$ cat config.mk
export PLATFORM = sky130hd
export DESIGN_NAME = uart
export DESIGN_NICKNAME = d
export VERILOG_FILES = /design/src/uartPkg.sv /design/src/uart.sv /design/src/uartRegs.sv /design/src/uartRx.sv /design/src/uartTx.sv /design/src/uartBaud.sv /design/src/uartFifo.sv
export SDC_FILE = /design/constraint.sdc
export NUM_CORES = 1
export LEC_CHECK = 0
export BUFFER_PORTS_ARGS = -buffer_cell sky130_fd_sc_hd__clkbuf_2
export CORE_UTILIZATION = 40
export DETAILED_ROUTE_END_ITERATION = 8
export PLACE_DENSITY = 0.62
export RECOVER_POWER = 25
export SLEW_MARGIN = 10
export SYNTH_ARGS = -nofsm -noshare
export SYNTH_HDL_FRONTEND = slang
export SYNTH_SLANG_ARGS = --single-unit
$ cat constraint.sdc
create_clock -name clk -period 9.3 [get_ports clk]
set_input_delay 1.86 -clock clk [delete_from_list [all_inputs] [get_ports clk]]
set_output_delay 1.86 -clock clk [all_outputs]
set_load 0.1 [all_outputs]
$ cat src/uartPkg.sv
// Register map and line-control layout of the 16550-style serial port
// Modem status and the FIFO control register are not modeled
package uartPkg;

  //////////////////////////////
  // Register offsets
  //////////////////////////////

  // RBR on read, THR on write, DLL while DLAB is set
  localparam logic [2:0] rbrThrDll = 3'd0;
  // IER, or DLM while DLAB is set
  localparam logic [2:0] ierDlm    = 3'd1;
  localparam logic [2:0] iirAddr   = 3'd2;
  localparam logic [2:0] lcrAddr   = 3'd3;
  localparam logic [2:0] mcrAddr   = 3'd4;
  localparam logic [2:0] lsrAddr   = 3'd5;
  localparam logic [2:0] scrAddr   = 3'd7;

  // Field view of LCR, most significant bit first
  typedef struct packed {
    logic       dlab;
    logic       brk;
    logic       stickPar;
    logic       evenPar;
    logic       parEn;
    logic       stopSel;
    logic [1:0] wordLen;
  } lineCtrlFieldsT;

  // A read returns the raw byte while the framing logic uses the fields
  typedef union packed {
    logic [7:0]     raw;
    lineCtrlFieldsT f;
  } lineCtrlT;

  // Line status bit positions
  localparam logic [2:0] lsrDr   = 3'd0;
  localparam logic [2:0] lsrOe   = 3'd1;
  localparam logic [2:0] lsrPe   = 3'd2;
  localparam logic [2:0] lsrFe   = 3'd3;
  localparam logic [2:0] lsrThre = 3'd5;
  localparam logic [2:0] lsrTemt = 3'd6;

  // Interrupt identification codes, bit 0 set means nothing pending
  localparam logic [3:0] iirNone     = 4'd1;
  localparam logic [3:0] iirThre     = 4'd2;
  localparam logic [3:0] iirRxData   = 4'd4;
  localparam logic [3:0] iirLineStat = 4'd6;

  // Mask of the active data bits, a word length code of 0 means 5 bits
  function automatic logic [7:0] wordMask(input lineCtrlT lcr);
    return 8'hff >> (2'd3 - lcr.f.wordLen);
  endfunction

endpackage
$ cat src/uart.sv
// Memory-mapped serial port, always ready and answering in the same cycle
// XLEN must be 32 or 64 and FIFO_DEPTH a power of two
`timescale 1ns/1ps
module uart #(
  parameter int XLEN       = 32,
  parameter int FIFO_DEPTH = 16
) (
  input  logic            clk,
  input  logic            rst,
  input  logic [1:0]      memRw,
  input  logic [2:0]      addr,
  input  logic [XLEN-1:0] wdata,
  output logic [XLEN-1:0] rdata,
  output logic            resp,
  output logic            ready,
  input  logic            sin,
  output logic            sout,
  output logic            intr
);

  logic [7:0]        din, dout;
  logic              txPush, txPop, txFull, txEmpty, txBusy;
  logic [7:0]        txData;
  logic              rxPush, rxPop, rxFull, rxEmpty, rxPe, rxFe;
  logic [7:0]        rxByte, rxData;
  uartPkg::lineCtrlT lcr;
  logic [15:0]       divisor;
  logic              loopback, baudTick, txOut, rxIn;

  // OK response with no wait states
  assign resp  = 1'b0;
  assign ready = 1'b1;

  //////////////////////////////
  // Byte lane handling
  //////////////////////////////

  // A 64-bit bus places every register in its own lane
  generate
    if (XLEN == 64) begin : gLane64
      assign din = wdata[{addr, 3'b000} +: 8];
    end else begin : gLane32
      assign din = wdata[{addr[1:0], 3'b000} +: 8];
    end
  endgenerate

  // The byte is copied to every lane so any lane the master picks is right
  assign rdata = {(XLEN/8){dout}};

  // In loopback the receiver listens to the transmitter and the pin idles
  assign rxIn = loopback ? txOut : sin;
  assign sout = loopback ? 1'b1 : txOut;

  uartRegs regs0 (
    .clk(clk), .rst(rst),
    .regAddr(addr), .regRead(memRw[1]), .regWrite(memRw[0]),
    .din(din), .dout(dout),
    .txFull(txFull), .txEmpty(txEmpty), .txBusy(txBusy), .txPush(txPush),
    .rxEmpty(rxEmpty), .rxFull(rxFull), .rxData(rxData), .rxPop(rxPop),
    .rxPush(rxPush), .rxPe(rxPe), .rxFe(rxFe),
    .lcr(lcr), .divisor(divisor), .loopback(loopback), .intr(intr)
  );

  // One tick source feeds both directions
  uartBaud baud0 (.clk(clk), .rst(rst), .divisor(divisor), .baudTick(baudTick));

  uartFifo #(.DEPTH(FIFO_DEPTH)) txFifo0 (
    .clk(clk), .rst(rst), .push(txPush), .pop(txPop), .wrData(din),
    .rdData(txData), .empty(txEmpty), .full(txFull)
  );

  uartTx tx0 (
    .clk(clk), .rst(rst), .baudTick(baudTick), .lcr(lcr),
    .txEmpty(txEmpty), .txData(txData),
    .txPop(txPop), .txBusy(txBusy), .serialOut(txOut)
  );

  uartRx rx0 (
    .clk(clk), .rst(rst), .baudTick(baudTick), .lcr(lcr), .serialIn(rxIn),
    .rxPush(rxPush), .rxByte(rxByte), .rxPe(rxPe), .rxFe(rxFe)
  );

  uartFifo #(.DEPTH(FIFO_DEPTH)) rxFifo0 (
    .clk(clk), .rst(rst), .push(rxPush), .pop(rxPop), .wrData(rxByte),
    .rdData(rxData), .empty(rxEmpty), .full(rxFull)
  );

endmodule

$ cat src/uartRegs.sv
// Register file of the serial port with status, interrupt and FIFO strobes
// FCR writes are ignored since both FIFOs stay enabled
`timescale 1ns/1ps
module uartRegs (
  input  logic              clk,
  input  logic              rst,
  input  logic [2:0]        regAddr,
  input  logic              regRead,
  input  logic              regWrite,
  input  logic [7:0]        din,
  output logic [7:0]        dout,
  input  logic              txFull,
  input  logic              txEmpty,
  input  logic              txBusy,
  output logic              txPush,
  input  logic              rxEmpty,
  input  logic              rxFull,
  input  logic [7:0]        rxData,
  output logic              rxPop,
  input  logic              rxPush,
  input  logic              rxPe,
  input  logic              rxFe,
  output uartPkg::lineCtrlT lcr,
  output logic [15:0]       divisor,
  output logic              loopback,
  output logic              intr
);

  logic [2:0] ier;
  logic [7:0] scr, dll, dlm, lsr;
  logic       oe, pe, fe, threPending, txEmptyQ;
  logic       dlab, wrThr, rdIir, rdLsr, threEnable;
  logic       lineIrq, rxIrq, threIrq;
  logic [3:0] iirCode;

  assign dlab    = lcr.f.dlab;
  assign divisor = {dlm, dll};

  // Access strobes whose FIFO side effects happen at the clock edge
  assign wrThr  = regWrite && (regAddr == uartPkg::rbrThrDll) && !dlab;
  assign txPush = wrThr && !txFull;
  assign rxPop  = regRead && (regAddr == uartPkg::rbrThrDll) && !dlab && !rxEmpty;
  assign rdIir  = regRead && (regAddr == uartPkg::iirAddr);
  assign rdLsr  = regRead && (regAddr == uartPkg::lsrAddr);
  // Turning on the THRE interrupt with an empty FIFO raises it at once
  assign threEnable = regWrite && (regAddr == uartPkg::ierDlm) && !dlab &&
                      din[1] && !ier[1] && txEmpty;

  //////////////////////////////
  // Writable registers
  //////////////////////////////

  always_ff @(posedge clk) begin
    if (rst) begin
      ier      <= '0;
      lcr.raw  <= '0;
      loopback <= 1'b0;
      scr      <= '0;
      dll      <= 8'd1;
      dlm      <= '0;
    end else if (regWrite) begin
      case (regAddr)
        uartPkg::rbrThrDll: if (dlab) dll <= din;
        uartPkg::ierDlm: begin
          if (dlab) dlm <= din;
          else ier <= din[2:0];
        end
        uartPkg::lcrAddr: lcr.raw  <= din;
        uartPkg::mcrAddr: loopback <= din[4];
        uartPkg::scrAddr: scr      <= din;
        default: ;
      endcase
    end
  end

  //////////////////////////////
  // Status and interrupts
  //////////////////////////////

  always_ff @(posedge clk) begin
    if (rst) begin
      oe          <= 1'b0;
      pe          <= 1'b0;
      fe          <= 1'b0;
      threPending <= 1'b0;
      txEmptyQ    <= 1'b1;
    end else begin
      txEmptyQ <= txEmpty;
      // Reading LSR clears the errors but a new error in that cycle still lands
      if (rdLsr) begin
        oe <= 1'b0;
        pe <= 1'b0;
        fe <= 1'b0;
      end
      if (rxPush && rxFull) oe <= 1'b1;
      if (rxPush && rxPe) pe <= 1'b1;
      if (rxPush && rxFe) fe <= 1'b1;
      // THRE is an event that is armed when the transmit FIFO drains
      if (wrThr || (rdIir && iirCode == uartPkg::iirThre)) threPending <= 1'b0;
      else if ((txEmpty && !txEmptyQ) || threEnable) threPending <= 1'b1;
    end
  end

  always_comb begin
    lsr = '0;
    lsr[uartPkg::lsrDr]   = !rxEmpty;
    lsr[uartPkg::lsrOe]   = oe;
    lsr[uartPkg::lsrPe]   = pe;
    lsr[uartPkg::lsrFe]   = fe;
    lsr[uartPkg::lsrThre] = txEmpty;
    // Empty means the shifter has also sent its last stop bit
    lsr[uartPkg::lsrTemt] = txEmpty && !txBusy;
  end

  assign lineIrq = ier[2] && (oe || pe || fe);
  assign rxIrq   = ier[0] && !rxEmpty;
  assign threIrq = ier[1] && threPending;
  assign intr    = lineIrq || rxIrq || threIrq;

  // Highest priority cause wins the identification code
  always_comb begin
    if (lineIrq) iirCode = uartPkg::iirLineStat;
    else if (rxIrq) iirCode = uartPkg::iirRxData;
    else if (threIrq) iirCode = uartPkg::iirThre;
    else iirCode = uartPkg::iirNone;
  end

  // Read mux where unknown offsets such as MSR read zero
  always_comb begin
    case (regAddr)
      uartPkg::rbrThrDll: dout = dlab ? dll : (rxEmpty ? 8'h00 : rxData);
      uartPkg::ierDlm:    dout = dlab ? dlm : {5'b0, ier};
      uartPkg::iirAddr:   dout = {4'b0, iirCode};
      uartPkg::lcrAddr:   dout = lcr.raw;
      uartPkg::mcrAddr:   dout = {3'b0, loopback, 4'b0};
      uartPkg::lsrAddr:   dout = lsr;
      uartPkg::scrAddr:   dout = scr;
      default:            dout = 8'h00;
    endcase
  end

  // Every accepted THR write shows up as a non-empty FIFO one cycle later
  assert property (@(posedge clk) disable iff (rst) txPush |=> !txEmpty);

endmodule

$ cat src/uartRx.sv
// Receive sampler working on the shared 16x baud tick
// Only the first stop bit is checked, break is not detected
`timescale 1ns/1ps
module uartRx (
  input  logic              clk,
  input  logic              rst,
  input  logic              baudTick,
  input  uartPkg::lineCtrlT lcr,
  input  logic              serialIn,
  output logic              rxPush,
  output logic [7:0]        rxByte,
  output logic              rxPe,
  output logic              rxFe
);

  typedef enum logic [2:0] {rxIdle, rxStart, rxData, rxParity, rxStop} rxStateT;

  rxStateT    state;
  logic       sync1, sync2;
  logic [3:0] tickCnt;
  logic [2:0] bitIdx, lastIdx;
  logic [7:0] dataReg;
  logic       peReg, midSample, startOk;

  assign lastIdx   = {1'b0, lcr.f.wordLen} + 3'd4;
  // Mid-bit point of data, parity and stop bits
  assign midSample = baudTick && (tickCnt == 4'd15);
  // Eighth tick after the falling edge, where the start bit is checked again
  assign startOk   = (state == rxStart) && baudTick && (tickCnt == 4'd7) && !sync2;

  // The push lines up with the stop-bit sample
  assign rxPush = (state == rxStop) && midSample;
  assign rxByte = dataReg;
  assign rxPe   = peReg;
  assign rxFe   = !sync2;

  //////////////////////////////
  // Input sync and bit FSM
  //////////////////////////////

  always_ff @(posedge clk) begin
    if (rst) begin
      sync1   <= 1'b1;
      sync2   <= 1'b1;
      state   <= rxIdle;
      tickCnt <= '0;
      bitIdx  <= '0;
      peReg   <= 1'b0;
    end else begin
      sync1 <= serialIn;
      sync2 <= sync1;
      if (baudTick) tickCnt <= tickCnt + 4'd1;
      case (state)
        rxIdle: begin
          if (baudTick && !sync2) begin
            state   <= rxStart;
            tickCnt <= '0;
          end
        end
        rxStart: begin
          if (startOk) begin
            state   <= rxData;
            tickCnt <= '0;
            bitIdx  <= '0;
            peReg   <= 1'b0;
          end else if (baudTick && tickCnt == 4'd7) begin
            // Line went high again, treat it as noise
            state <= rxIdle;
          end
        end
        rxData: begin
          if (midSample) begin
            bitIdx <= bitIdx + 3'd1;
            if (bitIdx == lastIdx) state <= lcr.f.parEn ? rxParity : rxStop;
          end
        end
        rxParity: begin
          if (midSample) begin
            peReg <= ^dataReg ^ sync2 ^ ~lcr.f.evenPar;
            state <= rxStop;
          end
        end
        rxStop: if (midSample) state <= rxIdle;
        default: state <= rxIdle;
      endcase
    end
  end

  // Cleared on a valid start so bits above the word length read as zero
  always_ff @(posedge clk) begin
    if (startOk) begin
      dataReg <= '0;
    end else if (state == rxData && midSample) begin
      dataReg[bitIdx] <= sync2;
    end
  end

endmodule

$ cat src/uartTx.sv
// Transmit shifter framing one character per FIFO entry
// LCR must not change while a frame is on the line
`timescale 1ns/1ps
module uartTx (
  input  logic              clk,
  input  logic              rst,
  input  logic              baudTick,
  input  uartPkg::lineCtrlT lcr,
  input  logic              txEmpty,
  input  logic [7:0]        txData,
  output logic              txPop,
  output logic              txBusy,
  output logic              serialOut
);

  typedef enum logic [2:0] {txIdle, txStart, txBits, txParity, txStop} txStateT;

  txStateT    state;
  logic [3:0] tickCnt;
  logic [2:0] bitIdx, lastIdx;
  logic [7:0] shiftReg;
  logic       parBit, stopIdx, lineOut, bitDone;

  // Index of the final data bit runs from 4 for five bits up to 7 for eight
  assign lastIdx = {1'b0, lcr.f.wordLen} + 3'd4;
  assign bitDone = baudTick && (tickCnt == 4'd15);

  // Frames start on a tick so every bit spans exactly 16 ticks
  assign txPop  = (state == txIdle) && !txEmpty && baudTick;
  assign txBusy = (state != txIdle);

  always_comb begin
    case (state)
      txStart:  lineOut = 1'b0;
      txBits:   lineOut = shiftReg[0];
      txParity: lineOut = parBit;
      default:  lineOut = 1'b1;
    endcase
  end

  //////////////////////////////
  // Frame sequencer
  //////////////////////////////

  always_ff @(posedge clk) begin
    if (rst) begin
      state     <= txIdle;
      tickCnt   <= '0;
      bitIdx    <= '0;
      stopIdx   <= 1'b0;
      serialOut <= 1'b1;
    end else begin
      // Registered so the pin never glitches between states
      serialOut <= lineOut;
      if (baudTick && txBusy) tickCnt <= tickCnt + 4'd1;
      case (state)
        txIdle: begin
          if (txPop) begin
            state   <= txStart;
            tickCnt <= '0;
            bitIdx  <= '0;
            stopIdx <= 1'b0;
          end
        end
        txStart: if (bitDone) state <= txBits;
        txBits: begin
          if (bitDone) begin
            bitIdx <= bitIdx + 3'd1;
            if (bitIdx == lastIdx) state <= lcr.f.parEn ? txParity : txStop;
          end
        end
        txParity: if (bitDone) state <= txStop;
        txStop: begin
          // A second stop bit only when STB is set
          if (bitDone) begin
            stopIdx <= 1'b1;
            if (stopIdx || !lcr.f.stopSel) state <= txIdle;
          end
        end
        default: state <= txIdle;
      endcase
    end
  end

  // Character and parity are captured at the pop and the LSB goes out first
  always_ff @(posedge clk) begin
    if (txPop) begin
      shiftReg <= txData;
      parBit   <= ^(txData & uartPkg::wordMask(lcr)) ^ ~lcr.f.evenPar;
    end else if (state == txBits && bitDone) begin
      shiftReg <= shiftReg >> 1;
    end
  end

  assert property (@(posedge clk) disable iff (rst) (state == txIdle) |-> serialOut);

endmodule

$ cat src/uartBaud.sv
// Baud tick generator at 16 times the bit rate
// A divisor of zero behaves as one
`timescale 1ns/1ps
module uartBaud (
  input  logic        clk,
  input  logic        rst,
  input  logic [15:0] divisor,
  output logic        baudTick
);

  logic [15:0] count, divEff;

  assign divEff = (divisor == 16'd0) ? 16'd1 : divisor;

  // The tick comes out on the zero count, so it repeats every divEff cycles
  assign baudTick = (count == 16'd0);

  // The divisor is sampled only at reload, so a change never cuts a period short
  always_ff @(posedge clk) begin
    if (rst) begin
      count <= '0;
    end else if (baudTick) begin
      count <= divEff - 16'd1;
    end else begin
      count <= count - 16'd1;
    end
  end

endmodule

$ cat src/uartFifo.sv
// Byte FIFO with the head word visible on rdData
// DEPTH must be a power of two
`timescale 1ns/1ps
module uartFifo #(
  parameter int DEPTH = 16
) (
  input  logic       clk,
  input  logic       rst,
  input  logic       push,
  input  logic       pop,
  input  logic [7:0] wrData,
  output logic [7:0] rdData,
  output logic       empty,
  output logic       full
);

  localparam int AW = $clog2(DEPTH);

  logic [7:0]  mem [DEPTH];
  logic [AW-1:0] wrPtr, rdPtr;
  logic [AW:0] count;
  logic        doPush, doPop;

  // Overflowing pushes and underflowing pops are dropped
  assign doPush = push && !full;
  assign doPop  = pop && !empty;

  assign empty  = (count == '0);
  assign full   = (count == (AW+1)'(DEPTH));
  assign rdData = mem[rdPtr];

  always_ff @(posedge clk) begin
    if (rst) begin
      wrPtr <= '0;
      rdPtr <= '0;
      count <= '0;
    end else begin
      if (doPush) wrPtr <= wrPtr + 1'b1;
      if (doPop) rdPtr <= rdPtr + 1'b1;
      count <= count + (AW+1)'(doPush) - (AW+1)'(doPop);
    end
  end

  always_ff @(posedge clk) begin
    if (doPush) mem[wrPtr] <= wrData;
  end

  assert property (@(posedge clk) disable iff (rst) count <= (AW+1)'(DEPTH));

endmodule

## Word-level counts from Yosys, hierarchy flattened

Memory sizes are Yosys's and may differ from the RTL's. A register that Yosys moved wholly into a read port is not among the register bits.
Cells that the tools add are included.

- Flip-flop bits (word level): 125
- Bits in latches: 0
- RAM bits: 256
- Bits in read-only memories: 0
- Output and inout bits: 36
- Memories: 2

- Add/subtract/negate cells: 16
- $mul: 0
- Div/mod/pow operators: 0
- Order comparisons: 2
- Equal/unequal tests: 36
- Shift operators: 2
- Muxes and demuxes: 65
- Bitwise gates (word level): 6
- Reductions and logical operators: 88

Memories:

| name | words | bits a word | read ports | clocked after Yosys merged registers in | wr ports | line | RTL |
|---|---|---|---|---|---|---|---|
| rxFifo0.mem | 16 | 8 | 1 | 1 | 1 | uartFifo.sv:19 | `logic [7:0] mem [DEPTH];` |
| txFifo0.mem | 16 | 8 | 1 | 1 | 1 | uartFifo.sv:19 |  |

Operators by type and width:

| kind | number |
|---|---|
| 3-bit 2-to-1 mux | 19 |
| 8-bit case mux with 7 select lines | 1 |
| 4-bit 2-to-1 mux | 12 |
| 1-bit logical AND | 40 |
| 8-bit 2-to-1 mux | 5 |
| 16-bit zero test | 2 |
| 16-bit 2-to-1 mux | 2 |
| 32-bit by 6-bit indexed part select with 8-bit output | 1 |
| 16-bit by 1-bit subtractor with 16-bit output (second input constant) | 2 |
| 3-bit case mux with 5 select lines | 2 |
| 4-bit by 1-bit adder with 4-bit output (second input constant) | 6 |
| 2-bit by 1-bit inequality test with 1-bit output (second input constant) | 12 |
| 3-bit AND reduction | 7 |
| 3-bit by 2-bit equality test with 1-bit output (second input constant) | 6 |
| 2-bit nonzero test | 8 |
| 8-bit parity | 2 |
| 3-bit equality test (second input constant) | 5 |
| 1-bit 2-to-1 mux | 15 |
| 3-bit case mux with 2 select lines | 2 |
| 5-bit by 1-bit adder with 5-bit output | 2 |
| 5-bit equality test (second input constant) | 2 |
| 1-bit zero test | 10 |
| 5-bit zero test | 2 |
| 5-bit by 1-bit subtractor with 5-bit output | 2 |
| 29 further kinds | 48 |

## Logic depth before layout (Yosys ltp)

Gate-level depths: netlist (run 1).

- Depth after elaboration: 9
- Mapped depth: 17

## By module

A second synthesis (run 1) with hierarchy kept.

- Cells, all modules: 1,303
- Area total of the unflattened synthesis: 17,626.9 um^2

By module, submodules not included:

| module | instances | cells each | area each (um^2) | sequential area each (um^2) |
|---|---|---|---|---|
| uartFifo | 2 | 306 | 5,799.3 | 4,184.0 |
| uartRegs | 1 | 281 | 2,255.9 | 820.8 |
| uartRx | 1 | 122 | 1,143.6 | 420.4 |
| uartTx | 1 | 111 | 1,114.8 | 510.5 |
| uartBaud | 1 | 137 | 1,097.3 | 320.3 |
| uart | 1 | 40 | 416.6 | 0.0 |

## Worst setup path before layout (run 1)

OpenSTA, ideal clock, no wires.

- Path type: input port to output port
- From: input port addr[0]
- To: output port rdata[11]
- Arrival: 5.474 ns
- Data required time: 7.440 ns
- Slack: 1.966 ns
- Cell stages on the path: 5
- Buffers on the path: 3
- Cell sequence: clkbuf_1 or3_1 clkbuf_1 o21ai_0 buf_4

- Word-level cells in the longest chain between the ends: 2

Ends and longest elaborated chain:

| what | line | RTL |
|---|---|---|
| start: declaration | uart.sv:11 | `input logic [2:0] addr,` |
| 3-bit equality test (tied with other cells) | uartRegs.sv:130 | `case (regAddr)` |
| 8-bit case mux with 7 select lines (*) | uartRegs.sv:130 |  |
| end: declaration | uart.sv:13 | `output logic [XLEN-1:0] rdata,` |

Every way passes the cells marked *; elsewhere a longest branch is shown, timed or not.

## Worst setup path after layout (run 1)

- From: input port addr[1]
- To: output port rdata[31]

Same word-level chain as after synthesis.

==> run summary, run 1 <==
The number of setup buffers added after CTS is 0. The count of buffers added on input and output ports is 73. Yosys instantiated no cell more often than sky130_fd_sc_hd__edfxtp_1. The signed area change from the synthesized netlist to the final layout is 12.3%.

The run gives 0.446 as the register share of total power. The run gives -1.34 as the worst relative slew slack. The final count of hold timing violations is 0. The die covers 42700 sq um. For the aggregate global-route resource usage, the log shows 0.179. The leakage power summed over all cells was 6.59 nW. The fraction of final layout cells sized beyond drive strength 1 is 0.186. The first global-routing pass estimated 57.5 mm of wire. The async set-reset flop share out of synthesis works out to 0.

In the post-synthesis netlist, the biggest area contributors are sky130_fd_sc_hd__edfxtp_1, sky130_fd_sc_hd__dfxtp_1, sky130_fd_sc_hd__mux4_2. The signal arrival time at the worst endpoint is 4.16 ns, and the number of core rows is 74. Fraction of post-synthesis cell area in the top cell type by area: 0.475. For the worst-skew pair, the clock arrives at the later sink with an insertion delay of 0.57 ns. Clock-pin slew was measured on the worst setup and hold paths at 0.05 ns. The run gives 1 as the initial antenna violation count. The logs give 835 for the violation count after the first detailed-routing iteration and 2 for the H-tree depth. The number of vias per cell is 5.50. CTS placed an instance of sky130_fd_sc_hd__clkbuf_16 at the clock tree root.

The number of warnings reported in the yosys synthesis log is 0, and the total congestion overflow is 0. Setup repair after global routing left no endpoint under its margin. After clock tree synthesis, the repair step resized 0 gates. Internal power of the cells: 3.17 mW.

In the final routed layout, each cell accounts on average for 20.0 um. When the netlist entered floorplanning its net count stood at 1322. For the accumulated negative setup slack, the log shows 0 ns. The longest clock path from root to sink contains 3 buffers. The register bit count reported by yosys is 389, and the fmax is 166 MHz. Across the VDD grid, the largest voltage drop is 0.143 mV.

The tool flagged a number of max-cap violations equal to 3. The power per standard cell area is 234 nW/um^2. Total power for the finished layout comes to 4.41 mW. Entering global routing, the biggest net connects 75 pins.

Pin placement for this block handled 76 I/O pins. Counting I/O delays and the setup requirement, the final critical path takes 6.02 ns. The tools report the max-slew violation total from the final report as 146. The switching component of the power was 1.24 mW.

The die height was 207 um. The commonest cells after synthesis are sky130_fd_sc_hd__edfxtp_1, sky130_fd_sc_hd__nand2_1, sky130_fd_sc_hd__dfxtp_1, sky130_fd_sc_hd__nor2_1, sky130_fd_sc_hd__mux4_2. The run finished, with violations left. For the worst setup margin, the log shows 3.28 ns. The synthesized area divided by synthesized cell count works out to 13.4 sq um. Effective utilization at floorplan: 0.408. The clock drives 389 sinks. Routability-driven placement finished with a final weighted congestion of 0.862.

The number of distinct library cells after synthesis was 67. Of all nets on the critical path, the largest fanout is 27. The final reports fail on DRC, capacitance limit, slew limit.

The worst-margin pin slew came out at 3.50 ns. Setup violations remaining at the end of the flow were counted as 0. Clock skew on the completed layout was measured at 0.0165 ns. The minimum setup slack after placement is 3.28 ns, and the part of the cycle the worst path needs is 0.647. The portion of total power attributed to the clock network is 0.378, and the via count of the first global-routing pass is 9926. The total area inside the core boundary comes to 41100 sq um. The number of enable flip-flop cells after synthesis was 265; the detailed-routing iteration count for the pre-antenna-repair pass was 9. STA puts the critical path data required time at 7.44 ns.

Type of the tightest min-delay check: flop to flop. STA classifies the critical path endpoint as a primary output. The worst setup path is of the input pin to primary output kind. For this run, the leading register cell type out of synthesis is sky130_fd_sc_hd__edfxtp_1. The combinational power share is 0.176, and the total of hold buffers inserted after clock tree synthesis is 0.

Switching power as a share of total power: 0.281. For the residual DRC count, the log shows 5. In this run the horizontal extent of the chip is 207 um. The cell area that synthesis handed to floorplanning was 16800 sq um. Sequential cell area fraction in the yosys report: 0.623. The repair_antennas step left the layout with diodes totalling 0.

The cell count after synthesis came out at 1254. The routed layout has 10200 vias. For the residual antenna-violating net count after detailed routing, the log shows 0. TritonCTS built the clock tree. After filler insertion, the fill cell instance count of the layout stands at 3678. Buffers inserted during clock tree synthesis total 42. The tools report the HPWL after detailed placement as 24.3 mm. The synthesized design spends more area on one cell type than any other, namely sky130_fd_sc_hd__edfxtp_1. The final wirelength came out at 37.2 mm. The element type at the critical path start was an input pin. For this run, the post-layout net count is 1365.
-- layout by cell type (no fill, tap or decap), drive strengths merged, types with 3 or more instances in the layout --
cell type / n
or2: 4
o31ai: 3
clkinv: 17
nor3: 31
nor4b: 3
and3: 5
edfxtp: 265
inv: 28
nand4: 11
xor2: 19
nand2: 141
nor2b: 10
a21oi: 82
o21ai: 16
or3: 9
nand3: 33
a31oi: 4
nand2b: 12
clkbuf: 128
dfxtp: 124
mux2i: 14
a21o: 5
nor4: 12
ha: 26
mux4: 85
a221oi: 3
bufinv: 4
nor2: 120
or4: 3
mux2: 6
buf: 12
a22oi: 21
xnor2: 33
-- worst paths after layout --
check | start | end | slack (ns) | depth (start not counted)
worst max-delay path | addr[1] | rdata[31] | 3.28 | 4
worst min-delay path | rx0.sync1 | rx0.sync2 | 0.42 | 1
worst max register to register | flop | tx0.parBit | 4.48 | 7
worst min register to register | rx0.sync1 | rx0.sync2 | 0.42 | 1
-- final cells by class --
class,count,area (sq um),area share
Tap cell,532,666,0.0354
Multi-Input combinational cell,750,5770,0.307
Clock buffer,53,1120,0.0596
Timing Repair Buffer,87,462,0.0245
Inverter,27,101,0.00538
Clock inverter,24,258,0.0137
Sequential cell,389,10400,0.555
-- power groups by stage --
stage	clock [mW]	sequential [mW]	combinational [mW]
global placement	0	2.00	0.756
global route	1.76	1.97	0.854
detailed placement	0	2.00	0.766
floorplan	0	1.98	0.621
finish	1.67	1.97	0.774
CTS	1.70	1.97	0.772
-- through the flow --
stage	cells	utilization	hold slack, ns	instance area (sq um)
after floorplan	1254	-	0.389	16800
after global placement	1785	0.425	0.400	17500
after detailed placement	1785	0.425	0.407	17500
after CTS	1862	0.459	0.418	18900
after global routing	1862	0.458	0.444	18800
final	1862	0.458	0.416	18800
-- worst max-delay path, stage by stage --
cell and delay [ns]:
sky130_fd_sc_hd__clkbuf_2 0.45, sky130_fd_sc_hd__or3_1 0.70, sky130_fd_sc_hd__o21ai_0 0.57, sky130_fd_sc_hd__clkbuf_2 0.56
-- sequential cells by signal (all words and copies together) (netlist names), 5 cells and up, named ones only --
name and count:
baud0.count 16, regs0.dll 8, regs0.dlm 8, regs0.lcr 8
regs0.scr 8, rx0.rxByte 8, rxFifo0.count 5, rxFifo0.mem 128
tx0.shiftReg 8, txFifo0.count 5, txFifo0.mem 128
-- cells by family (layout without fill, tap and decap cells) --
| logic type | after synthesis | after routing | share of synthesized area |
|---|---|---|---|
| AO/OA/AOI/OAI | 161 | 161 | 0.0592 |
| other | 2 | 2 | 0.000448 |
| adder cells (fa/ha/maj) | 28 | 28 | 0.0218 |
| XOR/XNOR | 52 | 52 | 0.0272 |
| multiplexers | 105 | 105 | 0.127 |
| flip-flops | 389 | 389 | 0.623 |
| AND/OR/NAND/NOR | 402 | 402 | 0.110 |
| buffers and inverters | 115 | 191 | 0.0321 |
-- routing by layer --
layer | track usage | wire length (um)
met4 | 0.0623 | 829
met3 | 0.0316 | 2340
met5 | 0 | 16
met1 | 0.243 | 16200
met2 | 0.290 | 17900
Power figures use the tool's default switching activity.
==> run 2, diff against run 1 <==
==> constraint.sdc (replaced) <==
create_clock -name clk -period 5.9 [get_ports clk]
set_input_delay 1.18 -clock clk [delete_from_list [all_inputs] [get_ports clk]]
set_output_delay 1.18 -clock clk [all_outputs]
set_load 0.1 [all_outputs]
==> run summary, run 2 (synthesized netlist as in run 1, its figures left out) <==
The logs give 0.180 (+0.00131) for the aggregate global-route resource usage and 0 (unchanged) for the total of hold buffers inserted after clock tree synthesis. The fraction of final layout cells sized beyond drive strength 1 works out to 0.184 (-0.00239). The routed length per placed instance came out at 20.2 um (+0.97%).

The critical path required time came out at 4.72 ns (-2.72 ns). The insertion delay of the later-clocked pin in the worst-skew pair was 0.59 ns (+0.02 ns); the delay of the slowest critical-path stage was 1.20 ns (+0.50 ns). The maximum fanout encountered on the critical timing path came out at 26 (-3.7%). Worst-margin pin slew: 3.31 ns (-0.197 ns).

For the number of placed I/O pins, the log shows 76 (unchanged). The tools report the count of final setup violators as 0 (unchanged). Setup repair after global routing left no endpoint under its margin. The tools report the effective utilization at floorplan as 0.408 (unchanged). In this run the clock root is driven by a sky130_fd_sc_hd__clkbuf_16.

The logs give 3660 (-0.49%) for the fill cell instance count of the final layout and 4.07 ns (-0.09 ns) for the signal arrival time at the worst endpoint. The logs give 0.855 (-0.77%) for the routability congestion estimate from global placement and 0 (unchanged) for the total congestion overflow. The logs give 0 (unchanged) for the final count of hold timing violations and 389 (unchanged) for the number of sinks on the clock net.

The run finished, with violations left. The power per standard cell area is 384 nW/um^2 (+64%). The quantity of I/O buffers inserted on ports was 73 (unchanged). Walking the worst path, the cells encountered are clkbuf_1, and3_1, a22oi_1, o21ai_1, clkbuf_2. The number of antenna cells inserted is 0 (unchanged), and the H-tree depth is 2 (unchanged).

The leakage power summed over all cells was 6.56 nW (-0.45%). In the final layout, the registers with the most flip-flops are rxFifo0.mem (128), txFifo0.mem (128), baud0.count (16). The accumulated negative setup slack was 0 ns (unchanged). The element type at the critical path start was an input pin.

The checks that failed: DRC, capacitance limit, slew limit. The run gives 0 (unchanged) as the post-cts gate resize count. The worst clock skew was 0.0223 ns (+0.00581 ns); the worst hold slack was 0.408 ns (-0.00760 ns). The tools report the number of setup buffers added after CTS as 0 (unchanged). The slowest library cell on the worst path is sky130_fd_sc_hd__clkbuf_1. In the layout the commonest cells are sky130_fd_sc_hd__edfxtp_1, sky130_fd_sc_hd__nand2_1, sky130_fd_sc_hd__dfxtp_1. Die extent in x: 207 um (unchanged). The run gives 3 (unchanged) as the number of max-cap violations. The part of the cycle the worst path needs was 0.889. The count of placed standard cells including taps was 1785 (unchanged). The critical path is of the input pin to primary output type.

The final wirelength came out at 37.6 mm (+1.0%). The sum of internal, switching and leakage power is 7.25 mW (+65%). The via count of the first global-routing pass is 10200 (+2.3%).

Derived from the worst setup path, the maximum achievable clock frequency is 191 MHz. The logs give 3 (unchanged) for the buffer depth of the longest clock path and 41100 sq um (unchanged) for the area of the core region. The area growth from synthesis to layout is 12.5%.

The die height is 207 um (unchanged). The worst setup path is captured at a primary output. The total number of vias came out at 10300 (+0.41%).

Counting I/O delays and the setup requirement, the final critical path takes 5.25 ns. The final instance count without filler cells is 1863 (+0.054%). Number of vias per cell: 5.52 (+0.36%). The library cell used most frequently in the layout, excluding fill and tap cells, is sky130_fd_sc_hd__edfxtp_1.

The number of buffers created by CTS was 42 (unchanged). Type of the tightest min-delay check: flop to flop. The HPWL after detailed placement was 25.0 mm (+2.6%). The worst relative slew slack came out at -1.21 (+0.131).

For the residual antenna-violating net count after detailed routing, the log shows 0 (unchanged). For the global-route wire length before repair, the log shows 58.2 mm (+1.2%). The tools report the residual DRC count as 7 (+2). The clock slew at the register clock pins of the worst setup and hold paths works out to 0.06 ns (about the same).

The number of nets in the final layout is 1365 (unchanged), and the pin count of the biggest net entering global routing is 73 (-2.7%). The run gives 42700 sq um (unchanged) as the die area. TritonCTS built the clock tree. The detailed-routing iteration count for the pre-antenna-repair pass is 9 (unchanged). The violation count after the first detailed-routing iteration was 832 (-0.36%). The initial antenna violation count was 0 (-1); the max-slew violation total from the final report was 140 (-4.1%). Maximum VDD drop: 0.225 mV (+58%).

The number of core rows was 74 (unchanged).
-- run 2: cell count changes in the layout (fill, tap and decap cells not counted), sizes merged --
cell | previous run | this run
bufinv | 4 | 6
buf | 12 | 13
inv | 28 | 30
clkbuf | 128 | 126
clkinvlp | 2 | 0
-- run 2: area by class of cell --
type	instances	area (sq um)	share of cell area
clock buffers	52	1090	0.0577
clock inverters	26	319	0.0169
inverters	27	101	0.00537
multi-input cells	750	5790	0.307
flip-flops and latches	389	10400	0.553
well taps	532	666	0.0353
repair buffers	87	464	0.0246
-- run 2: report_power, final --
| group | switching (mW) | internal, mW |
|---|---|---|
| combinational | 0.960 | 0.479 |
| clock | 1.09 | 1.59 |
| sequential | 0.106 | 3.02 |
-- run 2: path summary, 6_finish.rpt --
check	from	to	slack (ns)	cells after the start
worst max register to register	baud0.count[11]	txFifo0.count[4]	1.79	16
worst min-delay path	rx0.sync1	rx0.sync2	0.41	1
worst min register to register	rx0.sync1	rx0.sync2	0.41	1
worst max-delay path	addr[0]	rdata[27]	0.65	5
-- run 2: metal layers --
metal	wire, um	track usage
met5	0	0
met4	837	0.0605
met1	16600	0.244
met3	2060	0.0317
met2	18100	0.294
-- run 2: worst max-delay path: cells and delay by family --
kind | cells | cell delay [ns]
AO/OA/AOI/OAI | 2 | 0.48
buffers and inverters | 2 | 1.72
AND/OR/NAND/NOR | 1 | 0.64
-- run 2: metrics by stage --
stage               setup WS (ns)  instance area (sq um)   util
CTS                         0.905                  18900  0.459
floorplan                   0.242                  16800      -
global route                0.388                  18900  0.459
global placement             1.38                  17500  0.425
finish                      0.653                  18900  0.459
detailed placement           1.36                  17500  0.425
